### src/common/wave_table.hex
// One sine period, 32 unsigned 16-bit samples, mid scale 8000
8000
98F9
B0FB
C71C
DA82
EA6D
F641
FD8A
FFFF
FD8A
F641
EA6D
DA82
C71C
B0FB
98F9
8000
6707
4F05
38E4
257E
1593
09BF
0276
0001
0276
09BF
1593
257E
38E4
4F05
6707

### src/common/synth_pkg.sv
package synth_pkg;

   localparam int SAMPLE_W     = 16;
   localparam int ENV_W        = 16;
   localparam int PHASE_W      = 24;
   localparam int TABLE_DEPTH  = 32;
   localparam int TABLE_ADDR_W = $clog2(TABLE_DEPTH);  // Top phase bits address the table
   localparam int MAX_NOTES    = 8;

   typedef logic [SAMPLE_W-1:0] sample_t;  // Unsigned, mid scale is zero
   typedef logic [ENV_W-1:0]    env_t;
   typedef logic [PHASE_W-1:0]  phase_t;

   // Envelope shape, change per sample tick
   localparam env_t ENV_MAX       = 16'hffff;
   localparam env_t SUSTAIN_LEVEL = 16'h4000;
   localparam env_t ATTACK_STEP   = 16'h0200;
   localparam env_t DECAY_STEP    = 16'h0100;
   localparam env_t RELEASE_STEP  = 16'h0100;

   typedef enum logic [2:0] {
      env_idle,
      env_attack,
      env_decay,
      env_sustain,
      env_release
   } env_state_t;

   // C major from C4, phase step at about 16.38 kHz
   function automatic phase_t note_inc(input int idx);
      case (idx)
         0:       return 24'd267946;
         1:       return 24'd300749;
         2:       return 24'd337587;
         3:       return 24'd357660;
         4:       return 24'd401463;
         5:       return 24'd450622;
         6:       return 24'd505802;
         7:       return 24'd535881;
         default: return '0;
      endcase
   endfunction

   // Scale by 1/count in 8-bit fraction
   function automatic logic [7:0] voice_recip(input int count);
      case (count)
         1:       return 8'd255;
         2:       return 8'd128;
         3:       return 8'd85;
         4:       return 8'd64;
         default: return 8'd0;  // Silence, or count out of range
      endcase
   endfunction

endpackage

### src/source/key_regs.sv
`timescale 1ns/100ps

module key_regs #(
   parameter int NUM_NOTES = 8
) (
   input  logic                 clk_100mhz,
   input  logic                 sys_rst,
   input  logic                 wb_cyc,
   input  logic                 wb_stb,
   input  logic                 wb_we,
   input  logic                 wb_adr,
   input  logic [7:0]           wb_dat_w,
   input  logic [2:0]           voice_count,
   output logic [7:0]           wb_dat_r,
   output logic                 wb_ack,
   output logic [NUM_NOTES-1:0] key_mask
);

   logic wb_access;

   // New cycle seen, not yet acknowledged
   assign wb_access = wb_cyc && wb_stb && !wb_ack;

   always_ff @(posedge clk_100mhz) begin
      if (sys_rst) begin
         wb_ack   <= 1'b0;
         key_mask <= '0;
      end else begin
         wb_ack <= wb_access;  // Single cycle ack, drops even if stb stays up
         if (wb_access && wb_we && !wb_adr) begin
            key_mask <= wb_dat_w[NUM_NOTES-1:0];
         end
      end
   end

   // Read data, valid with ack
   always_ff @(posedge clk_100mhz) begin
      if (wb_access) begin
         wb_dat_r <= wb_adr ? 8'(voice_count) : 8'(key_mask);
      end
   end

   // Master must see ack low before the next transfer
   ack_single_cycle: assert property (
      @(posedge clk_100mhz) disable iff (sys_rst)
      wb_ack |=> !wb_ack
   );

endmodule

### src/source/sample_timer.sv
`timescale 1ns/100ps

module sample_timer #(
   parameter int TICK_DIV = 6104
) (
   input  logic clk_100mhz,
   input  logic sys_rst,
   output logic sample_tick
);

   localparam int CNT_W = $clog2(TICK_DIV);

   logic [CNT_W-1:0] count;
   logic             wrap;

   assign wrap = (count == CNT_W'(TICK_DIV - 1));

   always_ff @(posedge clk_100mhz) begin
      if (sys_rst) begin
         count       <= '0;
         sample_tick <= 1'b0;
      end else begin
         sample_tick <= wrap;  // First tick TICK_DIV cycles after reset
         count       <= wrap ? '0 : count + 1'b1;
      end
   end

   tick_single_cycle: assert property (
      @(posedge clk_100mhz) disable iff (sys_rst)
      sample_tick |=> !sample_tick
   );

endmodule

### src/voice/envelope_fsm.sv
`timescale 1ns/100ps

module envelope_fsm #(
   parameter int NUM_NOTES = 8
) (
   input  logic                 clk_100mhz,
   input  logic                 sys_rst,
   input  logic                 sample_tick,
   input  logic [NUM_NOTES-1:0] key_mask,
   output synth_pkg::env_t      env_level [NUM_NOTES],
   output logic [NUM_NOTES-1:0] note_active
);
   import synth_pkg::*;

   for (genvar n = 0; n < NUM_NOTES; n++) begin : g_note
      env_state_t     state;
      env_t           level;
      logic [ENV_W:0] attack_sum;  // Spare bit catches the overshoot

      assign attack_sum     = {1'b0, level} + ATTACK_STEP;
      assign env_level[n]   = level;
      assign note_active[n] = (state != env_idle);

      always_ff @(posedge clk_100mhz) begin
         if (sys_rst) begin
            state <= env_idle;
            level <= '0;
         end else if (sample_tick) begin
            case (state)
               env_idle: begin
                  if (key_mask[n]) state <= env_attack;
               end
               env_attack: begin
                  if (!key_mask[n]) begin
                     state <= env_release;
                  end else if (attack_sum >= {1'b0, ENV_MAX}) begin
                     level <= ENV_MAX;  // Saturate at peak
                     state <= env_decay;
                  end else begin
                     level <= attack_sum[ENV_W-1:0];
                  end
               end
               env_decay: begin
                  if (!key_mask[n]) begin
                     state <= env_release;
                  end else if (level <= SUSTAIN_LEVEL + DECAY_STEP) begin
                     level <= SUSTAIN_LEVEL;
                     state <= env_sustain;
                  end else begin
                     level <= level - DECAY_STEP;
                  end
               end
               env_sustain: begin
                  if (!key_mask[n]) state <= env_release;
               end
               env_release: begin
                  if (key_mask[n]) begin
                     state <= env_attack;  // Retrigger from current level
                  end else if (level <= RELEASE_STEP) begin
                     level <= '0;
                     state <= env_idle;
                  end else begin
                     level <= level - RELEASE_STEP;
                  end
               end
               default: begin
                  level <= '0;
                  state <= env_idle;
               end
            endcase
         end
      end

      // Idle notes must contribute nothing to the mix
      idle_is_silent: assert property (
         @(posedge clk_100mhz) disable iff (sys_rst)
         (state == env_idle) |-> (level == '0)
      );
   end

endmodule

### src/voice/note_oscillator.sv
`timescale 1ns/100ps

module note_oscillator #(
   parameter int NUM_NOTES = 8
) (
   input  logic                 clk_100mhz,
   input  logic                 sys_rst,
   input  logic                 sample_tick,
   input  logic [NUM_NOTES-1:0] key_mask,
   output synth_pkg::sample_t   note_sample [NUM_NOTES]
);
   import synth_pkg::*;

   sample_t wave_rom [TABLE_DEPTH];  // One sine period, shared by all notes

   initial begin
      $readmemh("/design/src/common/wave_table.hex", wave_rom);
   end

   for (genvar n = 0; n < NUM_NOTES; n++) begin : g_note
      phase_t  phase;
      phase_t  phase_next;
      sample_t sample_q;

      // Released keys hold their phase
      assign phase_next     = key_mask[n] ? phase + note_inc(n) : phase;
      assign note_sample[n] = sample_q;

      always_ff @(posedge clk_100mhz) begin
         if (sys_rst) begin
            phase <= '0;
         end else if (sample_tick) begin
            phase <= phase_next;
         end
      end

      // Looked up at the new phase, ready one cycle after the tick
      always_ff @(posedge clk_100mhz) begin
         if (sample_tick) begin
            sample_q <= wave_rom[phase_next[PHASE_W-1 -: TABLE_ADDR_W]];
         end
      end
   end

endmodule

### src/source/voice_mixer.sv
`timescale 1ns/100ps

module voice_mixer #(
   parameter int NUM_NOTES  = 8,
   parameter int NUM_VOICES = 4
) (
   input  logic                 clk_100mhz,
   input  logic                 sys_rst,
   input  logic                 sample_tick,
   input  synth_pkg::sample_t   note_sample [NUM_NOTES],
   input  synth_pkg::env_t      env_level [NUM_NOTES],
   input  logic [NUM_NOTES-1:0] note_active,
   output synth_pkg::sample_t   pcm_sample,
   output logic                 pcm_valid,
   output logic [2:0]           voice_count
);
   import synth_pkg::*;

   localparam int SUM_W  = SAMPLE_W + 2;  // Up to four full scale voices
   localparam int NORM_W = SUM_W + 8;

   logic                       tick_q;  // Envelopes and samples settled
   logic                       s1_valid;
   logic                       s2_valid;
   logic [2:0]                 sel_count;
   logic [2:0]                 s1_count;
   logic [2:0]                 s2_count;
   logic [SAMPLE_W+ENV_W-1:0]  product [NUM_VOICES];
   sample_t                    s1_voice [NUM_VOICES];
   logic [SUM_W-1:0]           voice_sum;
   logic [SUM_W-1:0]           s2_sum;
   logic [NORM_W-1:0]          norm;
   logic [SUM_W-1:0]           scaled;

   ////////////////////////////////////////////////////
   // Voice pick, lowest active notes first
   always_comb begin
      int rank;  // Active notes below note n
      rank = 0;
      for (int v = 0; v < NUM_VOICES; v++) begin
         product[v] = '0;
      end
      for (int n = 0; n < NUM_NOTES; n++) begin
         for (int v = 0; v < NUM_VOICES; v++) begin
            if (note_active[n] && (rank == v)) begin
               product[v] = note_sample[n] * env_level[n];
            end
         end
         if (note_active[n]) rank++;
      end
      sel_count = (rank > NUM_VOICES) ? 3'(NUM_VOICES) : 3'(rank);
   end

   always_comb begin
      voice_sum = '0;
      for (int v = 0; v < NUM_VOICES; v++) begin
         voice_sum = voice_sum + SUM_W'(s1_voice[v]);
      end
   end

   assign norm   = s2_sum * voice_recip(s2_count);
   assign scaled = norm[NORM_W-1:8];

   ////////////////////////////////////////////////////
   // Valid chain, pcm_valid rises three edges after the tick edge
   always_ff @(posedge clk_100mhz) begin
      if (sys_rst) begin
         tick_q      <= 1'b0;
         s1_valid    <= 1'b0;
         s2_valid    <= 1'b0;
         pcm_valid   <= 1'b0;
         pcm_sample  <= '0;
         voice_count <= '0;
      end else begin
         tick_q    <= sample_tick;
         s1_valid  <= tick_q;
         s2_valid  <= s1_valid;
         pcm_valid <= s2_valid;
         if (s2_valid) begin
            // Clip rounding overshoot to full scale
            pcm_sample  <= (|scaled[SUM_W-1:SAMPLE_W]) ? '1 : scaled[SAMPLE_W-1:0];
            voice_count <= s2_count;
         end
      end
   end

   always_ff @(posedge clk_100mhz) begin
      if (tick_q) begin
         for (int v = 0; v < NUM_VOICES; v++) begin
            s1_voice[v] <= product[v][ENV_W +: SAMPLE_W];  // Weighted by level >> 16
         end
         s1_count <= sel_count;
      end
      if (s1_valid) begin
         s2_sum   <= voice_sum;
         s2_count <= s1_count;
      end
   end

endmodule

### src/source/pdm_modulator.sv
`timescale 1ns/100ps

module pdm_modulator (
   input  logic               clk_100mhz,
   input  logic               sys_rst,
   input  synth_pkg::sample_t pcm_sample,
   input  logic               pcm_valid,
   output logic               spk_pdm
);
   import synth_pkg::*;

   sample_t           level;  // Last valid sample
   logic [SAMPLE_W:0] acc;

   always_ff @(posedge clk_100mhz) begin
      if (sys_rst) begin
         level <= '0;
         acc   <= '0;
      end else begin
         if (pcm_valid) level <= pcm_sample;
         acc <= {1'b0, acc[SAMPLE_W-1:0]} + {1'b0, level};
      end
   end

   assign spk_pdm = acc[SAMPLE_W];  // Carry density tracks level / 2^16

endmodule

### src/source/synth_top.sv
`timescale 1ns/100ps

module synth_top #(
   parameter int NUM_NOTES  = 8,     // 1 to MAX_NOTES
   parameter int NUM_VOICES = 4,     // 1 to 4
   parameter int TICK_DIV   = 6104   // About 16.38 kHz at 100 MHz
) (
   input  logic               clk_100mhz,
   input  logic               sys_rst,
   input  logic               wb_cyc,
   input  logic               wb_stb,
   input  logic               wb_we,
   input  logic               wb_adr,
   input  logic [7:0]         wb_dat_w,
   output logic [7:0]         wb_dat_r,
   output logic               wb_ack,
   output synth_pkg::sample_t pcm_sample,
   output logic               pcm_valid,
   output logic               spk_pdm
);
   import synth_pkg::*;

   logic [NUM_NOTES-1:0] key_mask;
   logic [NUM_NOTES-1:0] note_active;
   logic                 sample_tick;
   logic [2:0]           voice_count;
   env_t                 env_level [NUM_NOTES];
   sample_t              note_sample [NUM_NOTES];

   ////////////////////////////////////////////////////
   // Control
   key_regs #(.NUM_NOTES(NUM_NOTES)) u_key_regs (
      .clk_100mhz  (clk_100mhz),
      .sys_rst     (sys_rst),
      .wb_cyc      (wb_cyc),
      .wb_stb      (wb_stb),
      .wb_we       (wb_we),
      .wb_adr      (wb_adr),
      .wb_dat_w    (wb_dat_w),
      .voice_count (voice_count),
      .wb_dat_r    (wb_dat_r),
      .wb_ack      (wb_ack),
      .key_mask    (key_mask)
   );

   sample_timer #(.TICK_DIV(TICK_DIV)) u_sample_timer (
      .clk_100mhz  (clk_100mhz),
      .sys_rst     (sys_rst),
      .sample_tick (sample_tick)
   );

   ////////////////////////////////////////////////////
   // Per-note voices
   envelope_fsm #(.NUM_NOTES(NUM_NOTES)) u_envelope_fsm (
      .clk_100mhz  (clk_100mhz),
      .sys_rst     (sys_rst),
      .sample_tick (sample_tick),
      .key_mask    (key_mask),
      .env_level   (env_level),
      .note_active (note_active)
   );

   note_oscillator #(.NUM_NOTES(NUM_NOTES)) u_note_oscillator (
      .clk_100mhz  (clk_100mhz),
      .sys_rst     (sys_rst),
      .sample_tick (sample_tick),
      .key_mask    (key_mask),
      .note_sample (note_sample)
   );

   ////////////////////////////////////////////////////
   // Mix and output
   voice_mixer #(
      .NUM_NOTES  (NUM_NOTES),
      .NUM_VOICES (NUM_VOICES)
   ) u_voice_mixer (
      .clk_100mhz  (clk_100mhz),
      .sys_rst     (sys_rst),
      .sample_tick (sample_tick),
      .note_sample (note_sample),
      .env_level   (env_level),
      .note_active (note_active),
      .pcm_sample  (pcm_sample),
      .pcm_valid   (pcm_valid),
      .voice_count (voice_count)
   );

   pdm_modulator u_pdm_modulator (
      .clk_100mhz (clk_100mhz),
      .sys_rst    (sys_rst),
      .pcm_sample (pcm_sample),
      .pcm_valid  (pcm_valid),
      .spk_pdm    (spk_pdm)
   );

endmodule

### config.mk
export PLATFORM = sky130hd
export DESIGN_NAME = synth_top
export DESIGN_NICKNAME = d
export VERILOG_FILES = /design/src/common/synth_pkg.sv /design/src/source/key_regs.sv /design/src/source/sample_timer.sv /design/src/voice/envelope_fsm.sv /design/src/voice/note_oscillator.sv /design/src/source/voice_mixer.sv /design/src/source/pdm_modulator.sv /design/src/source/synth_top.sv
export SDC_FILE = /design/constraint.sdc
export NUM_CORES = 1
export LEC_CHECK = 0
export ABC_CLOCK_PERIOD_IN_PS = 6800
export BUFFER_PORTS_ARGS = -buffer_cell sky130_fd_sc_hd__buf_2
export CAP_MARGIN = 5
export CORE_UTILIZATION = 35
export CTS_BUF_LIST = sky130_fd_sc_hd__clkbuf_2 sky130_fd_sc_hd__clkbuf_4 sky130_fd_sc_hd__clkbuf_8
export DETAILED_ROUTE_END_ITERATION = 8
export SLEW_MARGIN = 20
export SYNTH_ARGS = -nofsm -noshare
export SYNTH_HDL_FRONTEND = slang
export SYNTH_SLANG_ARGS = --single-unit
### constraint.sdc
create_clock -name clk_100mhz -period 6.8 [get_ports clk_100mhz]
set_input_delay 0 -clock clk_100mhz [delete_from_list [all_inputs] [get_ports clk_100mhz]]
set_output_delay 0 -clock clk_100mhz [all_outputs]
set_load 0.01 [all_outputs]
==> flow_summary.toml <==
[timing]
clock_skew_ns = 0.0203
slew_violations = 0
tns_ns = 0
hold_violations = 0
fin_crit_ns = 6.29
rsz0062_at_grt = "no"
relSlewSlack = 0.321
fmax_ghz = 0.159
holdWs_ns = 0.152
setup_viol = 0
worstMarginPinSlew_ns = 1.01
period_share = 0.926

[drt]
drtIter0Drc = 976
via_per_inst = 5.17
wire_per_inst_um = 14.3
vias = 14716
drt_drc_violations_left = 0
antenna_left = 0
drt-pass1-iter-count = 5
wl_um = 40700

[global_routing]
grt_first_pass_wirelength_um = 68800
grt_max_degree = 69
antenna_found_initial = 0
gr-usage-all-layers = 0.162
grt-ovfl-total = 0
grt_pass1_vias = 14088

[cts]
postCtsSetupRepairBufs = 0
cts_buffers = 41
cts_tree = "built"
cts-root-buf = "clkbuf_8"
cts_sinks = 206
clock_latency_ns = 0.58
cts_resized = 0
cts_max_level = 2
clockBufferDepth = 3
cts.clk_slew.worst_paths_ns = 0.06

[critical_path]
crit_top_cell = "fa_1"
arrival_ns = 6.72
worstSetupPathType = "reg -> reg"
crit_family = "adder cells"
cpPeakStageDelay_ns = 0.60
crit_chain = "nor2b_1 > buf_4 > nor2b_1 > nand2_1 > fa_1 > inv_1 > fa_1 > fa_1 > fa_1 > ha_1 > and3_1 > and2_1 > a2111oi_1 > nor2_1 > a211oi_2 > o41ai_1 > nor4_2 > buf_4 > a211oi_1"
crit_path_end_kind = "flop"
critPathBufInv = 3
crit_path_top_delay_cell = "fa_1"
setup.worst_path.start_class = "flop"
required_ns = 7.22
critPathMaxFanout = 19

[synthesis]
synth.area.top_cells = "dfxtp_1 20%, fa_1 12%, ha_1 9.3%, edfxtp_1 5.3%, nor2_1 4.6%"
yosys_warnings = 0
ys_types = 90
yosysMostFrequentCell = "nor2_1"
synth-simple-area-share = 0.194
synth-adder-area-share = 0.216
syn_avg_cell_area_um2 = 8.30
synth_compound_area_frac = 0.194
yosys.area.top_type = "dfxtp_1"
synth-xor-area-share = 0.0490
yosysSeqAreaShare = 0.252
synth_edf_count = 31
async_reset_ff_frac = 0
synth_top_family_by_area = "adder cells"
synthCells = 2116
ys.flop_type = "dfxtp_1"
ys_seq_elements = 206
synth.top_cell.area_share = 0.199
muxShareOfSynthArea = 0.0261
netlist_area_um2 = 17600
ys_top_cells_by_count = "213 x nor2_1, 199 x inv_1, 176 x nand2_1"

[die]
die_w_um = 226
io_pins = 41
start_util = 0.357
fp.dieH_um = 226
dieArea_um2 = 51100
rows = 81
core_area_um2 = 49300

[flow_run]
max_cap_viol_count = 0

[placed_design]
gp_congestion = 0.896
port_buffers = 40
detailed_place.area_um2 = 18400
place_hpwl_um = 29700

[power_and_ir_drop]
vdd_ir_drop_max_uv = 95.5
p_leak_nw = 8.24
power.density_nw_per_um2 = 137

[cells_and_area]
area_delta_synth_final_pct = 10.2
drive_gt1_frac = 0.0728
nFillCells = 4996
nNetsFinal = 2403
stdcell_area_um2 = 19400
antenna_cells = 0

[hold_path]
hold_class = "in -> reg"

[run_status]
status = "finished, final reports clean"
path summary, 6_finish.rpt:
kind	start	endpoint	slack, ns	cells after the start
setup / recovery	u_voice_mixer.s2_count[2]$_DFFE_PP_	u_voice_mixer.pcm_sample[3]$_SDFFE_PP0P_	0.51	19
hold / removal	wb_we	u_key_regs.key_mask[2]$_SDFFE_PP0P_	0.15	5
setup reg to reg	u_voice_mixer.s2_count[2]$_DFFE_PP_	u_voice_mixer.pcm_sample[3]$_SDFFE_PP0P_	0.51	19
hold reg to reg	u_voice_mixer.s1_count[2]$_SDFFCE_PN1P_	u_voice_mixer.s2_count[2]$_DFFE_PP_	0.42	0
flip-flops by register name, indices dropped and copies added, names as in the netlist:
| name | count |
|---|---|
| u_sample_timer.count | 13 |
| u_pdm_modulator.acc | 17 |
| u_voice_mixer.s1_count | 3 |
| u_voice_mixer.voice_count | 3 |
| u_voice_mixer.s2_count | 3 |
| u_voice_mixer.s1_valid | 1 |
| u_envelope_fsm.g_note.level | 72 |
| u_voice_mixer.s2_valid | 1 |
| u_voice_mixer.pcm_valid | 1 |
| u_sample_timer.sample_tick | 1 |
| u_pdm_modulator.level | 16 |
| u_key_regs.key_mask | 8 |
| u_key_regs.wb_ack | 1 |
| u_voice_mixer.tick_q | 1 |
| u_voice_mixer.s2_sum | 17 |
| u_key_regs.wb_dat_r | 8 |
| u_voice_mixer.pcm_sample | 16 |
| u_envelope_fsm.g_note.state | 24 |
placed cells by master, fill, tap and decap left out, drive strengths merged, types with 49 or more instances in the layout:
cell type  netlist  routed
dfxtp          175     175
nand2          176     176
buf             10      49
clkbuf         106      63
fa             106     106
a21oi          138     138
ha             131     131
inv            199     200
conb             2      50
nor2           214     214
and2            49      49
o21ai          118     118
xnor2           60      60
per-layer routing:
layer	global-route usage	share of wire
met5	0	0
met4	0.0575	0.023
met3	0.0243	0.045
met2	0.257	0.44
met1	0.223	0.49
report_power, final:
group          total, mW  internal (mW)  switching, mW  leakage (nW)
logic             0.0939         0.0343         0.0596          6.09
clock network       1.31          0.736          0.571         0.454
registers           1.25           1.24        0.00382          1.69
cells by family (layout without fill, tap and decap cells):
| kind of cell | after synthesis | in the layout |
|---|---|---|
| DFF | 206 | 206 |
| muxes | 43 | 43 |
| and+or+nand+nor | 700 | 700 |
| xor gates and xnor gates | 94 | 94 |
| AOI/OAI and AO/OA | 516 | 516 |
| adders and majority gates | 240 | 240 |
| other | 2 | 50 |
| buffers and inverters | 315 | 334 |
layout make-up:
cell class | count | area [um^2] | share of cell area
tap | 664 | 831 | 0.0429
clock inverter | 11 | 56.3 | 0.00291
timing repair buffer | 61 | 390 | 0.0202
multi-input combinational | 1643 | 12100 | 0.626
inverter | 199 | 747 | 0.0386
clock buffer | 63 | 786 | 0.0406
sequential | 206 | 4430 | 0.229
worst reg2reg max path, delay by kind of cell (launching register included):
| kind | cells | cell delay (ns) |
|---|---|---|
| AOI/OAI and AO/OA | 4 | 0.99 |
| adders and majority gates | 5 | 2.47 |
| buffers and inverters | 3 | 0.52 |
| DFF | 1 | 0.42 |
| and+or+nand+nor | 7 | 1.75 |
stage by stage:
stage	total power, mW	cells	setup slack (ns)	util
2_1_floorplan	1.33	2164	0.833	-
3_3_place_gp	1.35	2761	0.701	0.374
3_5_place_dp	1.36	2761	0.552	0.374
4_1_cts	2.70	2847	0.515	0.393
5_1_grt	2.77	2847	0.0715	0.393
6_report	2.65	2847	0.506	0.393
what timing repair did:
action                                  4_1_cts  5_1_grt
endpoints found under the hold margin        41        0
hold buffers                                 12        0
endpoints found under the setup margin        0        0
Power figures use the tool's default switching activity.
